File: src/verilog/trace_defines.svh
`ifndef TRACE_DEFINES_SVH
`define TRACE_DEFINES_SVH

// ------------------------------
// Trace path sizing
// ------------------------------

// Cores presenting a branch trace record
`define TRACE_NUM_CORES 2

// Width of a full program counter
`define TRACE_PC_W 64

// Crossing FIFO holds 2**TRACE_LOG_DEPTH records
`define TRACE_LOG_DEPTH 2

// Flops on the incoming read pointer
`define TRACE_SYNC_STAGES 3

`endif

File: src/verilog/trace_pkg.sv
`include "trace_defines.svh"

package trace_pkg;

  // ------------------------------
  // Raw fields from a core
  // ------------------------------

  typedef logic [1:0]             priv_lvl_t;
  typedef logic [`TRACE_PC_W-1:0] pc_t;
  typedef logic [3:0]             ctr_type_t;
  typedef logic [31:0]            instr_t;

  // One half of a split PC or the metadata word
  typedef logic [31:0]            word_t;

  // ------------------------------
  // Snooper record layout from the MSB down
  // ------------------------------

  typedef struct packed {
    priv_lvl_t priv;
    word_t     pc_src_h;
    word_t     pc_src_l;
    word_t     pc_dst_h;
    word_t     pc_dst_l;
    word_t     metadata;
    instr_t    opcode;
  } trace_rec_t;

endpackage

File: src/verilog/cdc_pkg.sv
`include "trace_defines.svh"

package cdc_pkg;

  // Slot count and width of one stored record
  localparam int unsigned NUM_SLOTS = 2 ** `TRACE_LOG_DEPTH;
  localparam int unsigned SLOT_W    = $bits(trace_pkg::trace_rec_t);

  // Pointers carry one extra wrap bit beyond the slot index
  typedef logic [`TRACE_LOG_DEPTH:0] gray_ptr_t;
  typedef logic [`TRACE_LOG_DEPTH:0] bin_ptr_t;

  // All slots side by side with slot n starting at bit n*SLOT_W
  typedef logic [NUM_SLOTS*SLOT_W-1:0] fifo_store_t;

endpackage

File: src/verilog/trace_capture.sv
`timescale 1ns/1ps

`include "trace_defines.svh"

module trace_capture (
  input  logic                                         clk_i,
  input  logic                                         arst_n_i,
  input  logic                                         core_select_i,
  input  trace_pkg::priv_lvl_t [`TRACE_NUM_CORES-1:0]  priv_i,
  input  trace_pkg::pc_t       [`TRACE_NUM_CORES-1:0]  pc_src_i,
  input  trace_pkg::pc_t       [`TRACE_NUM_CORES-1:0]  pc_dst_i,
  input  trace_pkg::ctr_type_t [`TRACE_NUM_CORES-1:0]  ctr_type_i,
  input  trace_pkg::instr_t    [`TRACE_NUM_CORES-1:0]  instr_i,
  input  logic                 [`TRACE_NUM_CORES-1:0]  pc_valid_i,
  output logic                                         cap_valid_o,
  output trace_pkg::priv_lvl_t                         cap_priv_o,
  output trace_pkg::pc_t                               cap_pc_src_o,
  output trace_pkg::pc_t                               cap_pc_dst_o,
  output trace_pkg::ctr_type_t                         cap_ctr_type_o,
  output trace_pkg::instr_t                            cap_instr_o
);

  import trace_pkg::*;

  logic      sel_valid;
  priv_lvl_t sel_priv;
  pc_t       sel_pc_src;
  pc_t       sel_pc_dst;
  ctr_type_t sel_ctr_type;
  instr_t    sel_instr;

  // Record of the selected core
  always_comb begin
    sel_valid    = pc_valid_i[core_select_i];
    sel_priv     = priv_i[core_select_i];
    sel_pc_src   = pc_src_i[core_select_i];
    sel_pc_dst   = pc_dst_i[core_select_i];
    sel_ctr_type = ctr_type_i[core_select_i];
    sel_instr    = instr_i[core_select_i];
  end

  always_ff @(posedge clk_i or negedge arst_n_i) begin
    if (!arst_n_i) begin
      cap_valid_o <= 1'b0;
    end else begin
      cap_valid_o <= sel_valid;
    end
  end

  // Fields load every cycle whether valid or not
  always_ff @(posedge clk_i) begin
    cap_priv_o     <= sel_priv;
    cap_pc_src_o   <= sel_pc_src;
    cap_pc_dst_o   <= sel_pc_dst;
    cap_ctr_type_o <= sel_ctr_type;
    cap_instr_o    <= sel_instr;
  end

endmodule

File: src/verilog/trace_pack.sv
`timescale 1ns/1ps

module trace_pack (
  input  logic                 clk_i,
  input  logic                 arst_n_i,
  input  logic                 cap_valid_i,
  input  trace_pkg::priv_lvl_t cap_priv_i,
  input  trace_pkg::pc_t       cap_pc_src_i,
  input  trace_pkg::pc_t       cap_pc_dst_i,
  input  trace_pkg::ctr_type_t cap_ctr_type_i,
  input  trace_pkg::instr_t    cap_instr_i,
  output logic                 rec_valid_o,
  output trace_pkg::trace_rec_t rec_o
);

  import trace_pkg::*;

  // Zero bits above the transfer type in the metadata word
  localparam int unsigned META_PAD = $bits(word_t) - $bits(ctr_type_t);

  trace_rec_t rec_d;

  // ------------------------------
  // Snooper layout
  // ------------------------------

  always_comb begin
    rec_d.priv     = cap_priv_i;
    // Bit 63 is dropped and the top of each high half is zero
    rec_d.pc_src_h = {1'b0, cap_pc_src_i[62:32]};
    // Alignment bit forced low
    rec_d.pc_src_l = {cap_pc_src_i[31:1], 1'b0};
    rec_d.pc_dst_h = {1'b0, cap_pc_dst_i[62:32]};
    rec_d.pc_dst_l = {cap_pc_dst_i[31:1], 1'b0};
    rec_d.metadata = {{META_PAD{1'b0}}, cap_ctr_type_i};
    rec_d.opcode   = cap_instr_i;
  end

  always_ff @(posedge clk_i or negedge arst_n_i) begin
    if (!arst_n_i) begin
      rec_valid_o <= 1'b0;
    end else begin
      rec_valid_o <= cap_valid_i;
    end
  end

  always_ff @(posedge clk_i) begin
    rec_o <= rec_d;
  end

endmodule

File: src/verilog/trace_cdc_src.sv
`timescale 1ns/1ps

`include "trace_defines.svh"

module trace_cdc_src (
  input  logic                  clk_i,
  input  logic                  arst_n_i,
  input  logic                  rec_valid_i,
  input  trace_pkg::trace_rec_t rec_i,
  input  cdc_pkg::gray_ptr_t    async_rptr_i,
  output cdc_pkg::fifo_store_t  async_data_o,
  output cdc_pkg::gray_ptr_t    async_wptr_o
);

  import cdc_pkg::*;

  // Full when the top two gray bits differ and the rest match
  localparam gray_ptr_t FULL_MASK = gray_ptr_t'(2'b11) << (`TRACE_LOG_DEPTH - 1);

  bin_ptr_t                          wptr_bin_q;
  bin_ptr_t                          wptr_bin_next;
  gray_ptr_t                         wptr_gray_q;
  gray_ptr_t                         wptr_gray_next;
  gray_ptr_t [`TRACE_SYNC_STAGES-1:0] rptr_sync_q;
  gray_ptr_t                         rptr_synced;
  fifo_store_t                       store_q;
  logic                              full;
  logic                              push;

  // ------------------------------
  // Read pointer synchronizer
  // ------------------------------

  // Stage 0 samples the destination pointer and the last stage feeds the full check
  always_ff @(posedge clk_i or negedge arst_n_i) begin
    if (!arst_n_i) begin
      rptr_sync_q <= '0;
    end else begin
      rptr_sync_q <= {rptr_sync_q[`TRACE_SYNC_STAGES-2:0], async_rptr_i};
    end
  end

  assign rptr_synced = rptr_sync_q[`TRACE_SYNC_STAGES-1];

  // ------------------------------
  // Write side
  // ------------------------------

  assign full = (wptr_gray_q == (rptr_synced ^ FULL_MASK));

  // A record seen while full is lost since nothing upstream stalls
  assign push = rec_valid_i & ~full;

  assign wptr_bin_next  = wptr_bin_q + 1'b1;
  assign wptr_gray_next = wptr_bin_next ^ (wptr_bin_next >> 1);

  // Gray copy is registered so only one bit toggles per write
  always_ff @(posedge clk_i or negedge arst_n_i) begin
    if (!arst_n_i) begin
      wptr_bin_q  <= '0;
      wptr_gray_q <= '0;
    end else if (push) begin
      wptr_bin_q  <= wptr_bin_next;
      wptr_gray_q <= wptr_gray_next;
    end
  end

  // Slot picked by the low write pointer bits
  always_ff @(posedge clk_i or negedge arst_n_i) begin
    if (!arst_n_i) begin
      store_q <= '0;
    end else if (push) begin
      store_q[wptr_bin_q[`TRACE_LOG_DEPTH-1:0]*SLOT_W +: SLOT_W] <= rec_i;
    end
  end

  // Raw asynchronous view for the destination domain
  assign async_data_o = store_q;
  assign async_wptr_o = wptr_gray_q;

endmodule

File: src/verilog/cfi_trace_top.sv
`timescale 1ns/1ps

`include "trace_defines.svh"

module cfi_trace_top (
  input  logic                                         clk_i,
  input  logic                                         arst_n_i,
  input  logic                                         core_select_i,
  input  trace_pkg::priv_lvl_t [`TRACE_NUM_CORES-1:0]  priv_i,
  input  trace_pkg::pc_t       [`TRACE_NUM_CORES-1:0]  pc_src_i,
  input  trace_pkg::pc_t       [`TRACE_NUM_CORES-1:0]  pc_dst_i,
  input  trace_pkg::ctr_type_t [`TRACE_NUM_CORES-1:0]  ctr_type_i,
  input  trace_pkg::instr_t    [`TRACE_NUM_CORES-1:0]  instr_i,
  input  logic                 [`TRACE_NUM_CORES-1:0]  pc_valid_i,
  input  cdc_pkg::gray_ptr_t                           async_rptr_i,
  output cdc_pkg::fifo_store_t                         async_data_o,
  output cdc_pkg::gray_ptr_t                           async_wptr_o
);

  import trace_pkg::*;

  // Capture to pack
  logic      cap_valid;
  priv_lvl_t cap_priv;
  pc_t       cap_pc_src;
  pc_t       cap_pc_dst;
  ctr_type_t cap_ctr_type;
  instr_t    cap_instr;

  // Pack to crossing source
  logic       rec_valid;
  trace_rec_t rec;

  trace_capture u_capture (
    .clk_i          ( clk_i         ),
    .arst_n_i       ( arst_n_i      ),
    .core_select_i  ( core_select_i ),
    .priv_i         ( priv_i        ),
    .pc_src_i       ( pc_src_i      ),
    .pc_dst_i       ( pc_dst_i      ),
    .ctr_type_i     ( ctr_type_i    ),
    .instr_i        ( instr_i       ),
    .pc_valid_i     ( pc_valid_i    ),
    .cap_valid_o    ( cap_valid     ),
    .cap_priv_o     ( cap_priv      ),
    .cap_pc_src_o   ( cap_pc_src    ),
    .cap_pc_dst_o   ( cap_pc_dst    ),
    .cap_ctr_type_o ( cap_ctr_type  ),
    .cap_instr_o    ( cap_instr     )
  );

  trace_pack u_pack (
    .clk_i          ( clk_i        ),
    .arst_n_i       ( arst_n_i     ),
    .cap_valid_i    ( cap_valid    ),
    .cap_priv_i     ( cap_priv     ),
    .cap_pc_src_i   ( cap_pc_src   ),
    .cap_pc_dst_i   ( cap_pc_dst   ),
    .cap_ctr_type_i ( cap_ctr_type ),
    .cap_instr_i    ( cap_instr    ),
    .rec_valid_o    ( rec_valid    ),
    .rec_o          ( rec          )
  );

  trace_cdc_src u_cdc_src (
    .clk_i        ( clk_i        ),
    .arst_n_i     ( arst_n_i     ),
    .rec_valid_i  ( rec_valid    ),
    .rec_i        ( rec          ),
    .async_rptr_i ( async_rptr_i ),
    .async_data_o ( async_data_o ),
    .async_wptr_o ( async_wptr_o )
  );

endmodule

File: config.mk
export PLATFORM = sky130hd
export DESIGN_NAME = cfi_trace_top
export DESIGN_NICKNAME = d
export VERILOG_FILES = /design/src/verilog/trace_pkg.sv /design/src/verilog/cdc_pkg.sv /design/src/verilog/trace_capture.sv /design/src/verilog/trace_pack.sv /design/src/verilog/trace_cdc_src.sv /design/src/verilog/cfi_trace_top.sv
export VERILOG_INCLUDE_DIRS = /design/src /design/src/verilog
export SDC_FILE = /design/constraint.sdc
export NUM_CORES = 2
export LEC_CHECK = 0
export BUFFER_PORTS_ARGS = -buffer_cell sky130_fd_sc_hd__buf_2
export CORE_AREA = 2 2 438 440
export CTS_BUF_LIST = sky130_fd_sc_hd__clkbuf_4 sky130_fd_sc_hd__clkbuf_8 sky130_fd_sc_hd__clkbuf_16
export CTS_CLUSTER_SIZE = 12
export DETAILED_ROUTE_END_ITERATION = 10
export DIE_AREA = 0 0 440 442
export HOLD_SLACK_MARGIN = 0.15
export PLACE_DENSITY = 0.4
export RECOVER_POWER = 25
export SYNTH_ARGS = -nofsm -noshare
export SYNTH_HDL_FRONTEND = slang
export SYNTH_SLANG_ARGS = --single-unit
File: constraint.sdc
create_clock -name clk_i -period 10.5 [get_ports clk_i]
set_input_delay 1.575 -clock clk_i [delete_from_list [all_inputs] [get_ports clk_i]]
set_output_delay 1.575 -clock clk_i [all_outputs]
set_load 0.1 [all_outputs]
==> flow_metrics.env <==
export IMPL_die_y_um=442
export IMPL_cts_sinks=1116
export IMPL_cts_setup_buffers=0
export IMPL_synth_seq_cells=1116
export IMPL_setup_viol=0
export IMPL_status="finished with violations"
export IMPL_routabilityCongestion=0.9934
export IMPL_drt_iter0_markers=5600
export IMPL_min_path_type="flop to flop"
export IMPL_drt_total_wl_mm=316.7
export IMPL_ant_nets=0
export IMPL_critPathLaunchType="primary input"
export IMPL_fin_tns_setup_ns=0
export IMPL_drv_cap=6
export IMPL_cts_max_path_buffers=3
export IMPL_fp_dieW_um=440
export IMPL_finalCriticalPeriod_ns=5.843
export IMPL_hpwl_mm=242.9
export IMPL_syn_area_um2=47920
export IMPL_wl_per_cell_um=39.32
export IMPL_hold_viol=0
export IMPL_io_buffers=1110
export IMPL_grt_max_degree=143
export IMPL_layout_nets=5766
export IMPL_grt_overflow_total=0
export IMPL_maxSlewViolCount=311
export IMPL_cp_end_kind="flop"
export IMPL_hold_buffers=0
export IMPL_ys_flop_type="dfrtp_1"
export IMPL_initial_core_util=0.2528
export IMPL_clkTransAtPathRegs_ns=0.06
export IMPL_use_met1=0.4218
export IMPL_drive_above_1_share=0.3309
export IMPL_ys_seq_area_frac=0.5489
export IMPL_drc=0
export IMPL_synth_warnings=0
export IMPL_cts_tree="done"
export IMPL_slew_headroom=-2.111
export IMPL_core_area_um2=189600
export IMPL_top_usage_layer="met2"
export IMPL_timing_fmax_mhz=171.1
export IMPL_root_buffer="clkbuf_16"
export IMPL_path_class="primary input to flop"
export IMPL_grt_first_pass_wirelength_mm=412.6
export IMPL_final_common_cell="buf_2"
export IMPL_grt_usage=0.3150
export IMPL_antenna_found_initial=25
export IMPL_first_global_vias=42600
export IMPL_worst_pin_slew_ns=4.667
export IMPL_num_vias=44470
export IMPL_async_flop_share=0.7097
export IMPL_first_pass_iters=6
export IMPL_routed_via_density=5.522
export IMPL_postSynthNetCount=4744
export IMPL_final_setup_skew_ns=0.04627
export IMPL_cts_made_buffers=139
export IMPL_area_growth_pct=27.45
export IMPL_arrival_ns=6.51
export IMPL_met3_usage=0.08321
export IMPL_violations="max-capacitance violations, max-slew violations"
export IMPL_synth_edf_count=0
export IMPL_syn_inst=4398
export IMPL_synth_cell_types=83
export IMPL_postSynthAreaPerCell_um2=10.90
export IMPL_rsz0062_at_grt="false"
export IMPL_die_area_um2=194500
export IMPL_grt_util_met2=0.4453
export IMPL_final_cell_mix="buf_2 (1107), dfrtp_1 (791), nand2_1 (609)"
export IMPL_htree_num_levels=4
export IMPL_ctsResizeCount=0
export IMPL_fin_crit_sh=0.5565
export IMPL_worstSkewPairLatency_ns=0.83
export IMPL_crit_fanout=89
export IMPL_rows=160
export IMPL_cp_required_ns=11.17
export IMPL_io_pins=1119
critical path, cell delays in order:
cell and delay, ns:
clkbuf_1 3.21, buf_4 1.09, mux2_2 0.46
layer usage:
metal	wire (um)	up-vias
li1	-	18230
met1	132700	22690
met2	130200	2873
met3	29360	666
met4	24370	8
met5	65	-
synthesized netlist by cell type, types with 25 or more instances:
cell | count | share of area
dfrtp_1 | 792 | 0.41
nand2_1 | 611 | 0.048
dfxtp_1 | 324 | 0.14
o21ai_0 | 324 | 0.034
mux2_2 | 257 | 0.060
nor2_1 | 238 | 0.019
a22o_1 | 231 | 0.042
mux2i_1 | 204 | 0.043
clkbuf_1 | 168 | 0.013
buf_2 | 148 | 0.015
a21oi_1 | 146 | 0.015
o31ai_1 | 82 | 0.013
o22ai_1 | 80 | 0.010
a22oi_1 | 71 | 0.011
nand3_1 | 55 | 0.0057
o221ai_1 | 53 | 0.0097
and2_1 | 47 | 0.0061
mux4_2 | 46 | 0.022
a221o_1 | 36 | 0.0075
o21a_1 | 36 | 0.0056
buf_4 | 31 | 0.0049
nor3_1 | 30 | 0.0031
o211ai_1 | 29 | 0.0045
a32oi_1 | 28 | 0.0051
buf_1 | 28 | 0.0022
a221oi_1 | 26 | 0.0048
a211oi_1 | 25 | 0.0039
cells by family (layout without fill, tap and decap cells):
group                    after synthesis  count (layout)  share of synthesized area
multiplexers                         507             507                     0.1246
AO/OA/AOI/OAI                       1298            1298                     0.1912
buffers and inverters                389            1524                    0.03708
other                                  0               9                          0
XOR/XNOR                               7               7                   0.001749
flip-flops                          1116            1116                     0.5489
AND/OR/NAND/NOR                     1075            1075                    0.09488
adder cells (fa/ha/maj)                6               6                   0.001567
stage by stage:
stage	utilization	hold WS, ns	instances	instance area [um2]	worst slack, ns
floorplan	-	0.3096	4398	47920	7.171
global placement	0.2972	0.3124	7789	56350	5.184
detailed placement	0.2972	0.3121	7789	56350	5.150
CTS	0.3221	0.3171	8043	61070	5.145
global route	0.3220	0.3239	8044	61050	4.189
finish	0.3222	0.3112	8053	61070	4.657
worst paths after layout:
| path | start | to | slack (ns) | cells past startpoint |
|---|---|---|---|---|
| hold / removal | u_capture.cap_instr_o[22]$_DFF_P_ | u_pack.rec_o[22]$_DFF_P_ | 0.31 | 0 |
| setup / recovery | core_select_i | u_capture.cap_pc_dst_o[41]$_DFF_P_ | 4.66 | 3 |
| hold reg to reg | u_capture.cap_instr_o[22]$_DFF_P_ | u_pack.rec_o[22]$_DFF_P_ | 0.31 | 0 |
| max in group asynchronous | arst_n_i | u_cdc_src.wptr_bin_q[0]$_DFFE_PN0P_ | 5.51 | 3 |
| setup reg to reg | u_cdc_src.wptr_bin_q[0]$_DFFE_PN0P_ | u_cdc_src.async_data_o[747]$_DFFE_PN0P_ | 4.91 | 9 |
| min in group asynchronous | arst_n_i | u_cdc_src.async_data_o[642]$_DFFE_PN0P_ | 0.77 | 1 |
registers in the layout, summed over array words and instances (netlist names):
name,flops
u_capture.cap_instr_o,32
u_cdc_src.async_data_o,776
u_pack.rec_valid_o,1
u_cdc_src.rptr_sync_q,6
u_capture.cap_pc_dst_o,62
u_capture.cap_priv_o,2
u_pack.rec_o,162
u_cdc_src.wptr_bin_q,3
u_cdc_src.async_wptr_o,2
u_capture.cap_valid_o,1
u_capture.cap_pc_src_o,62
u_cdc_src.rptr_synced,3
u_capture.cap_ctr_type_o,4
layout make-up:
class / instances / area (um2)
Multi-Input combinational cell: 2893 / 20140
Timing Repair Buffer: 1258 / 6688
Antenna cell: 9 / 22.52
Sequential cell: 1116 / 26310
Clock inverter: 47 / 501.7
Clock buffer: 207 / 4224
Fill cell: 19660 / 128500
Inverter: 12 / 50.05
Tap cell: 2511 / 3142
Power is left out: the tool's default activity adds up to more than one toggle a clock period on the data nets, which glitch-free logic cannot reach.
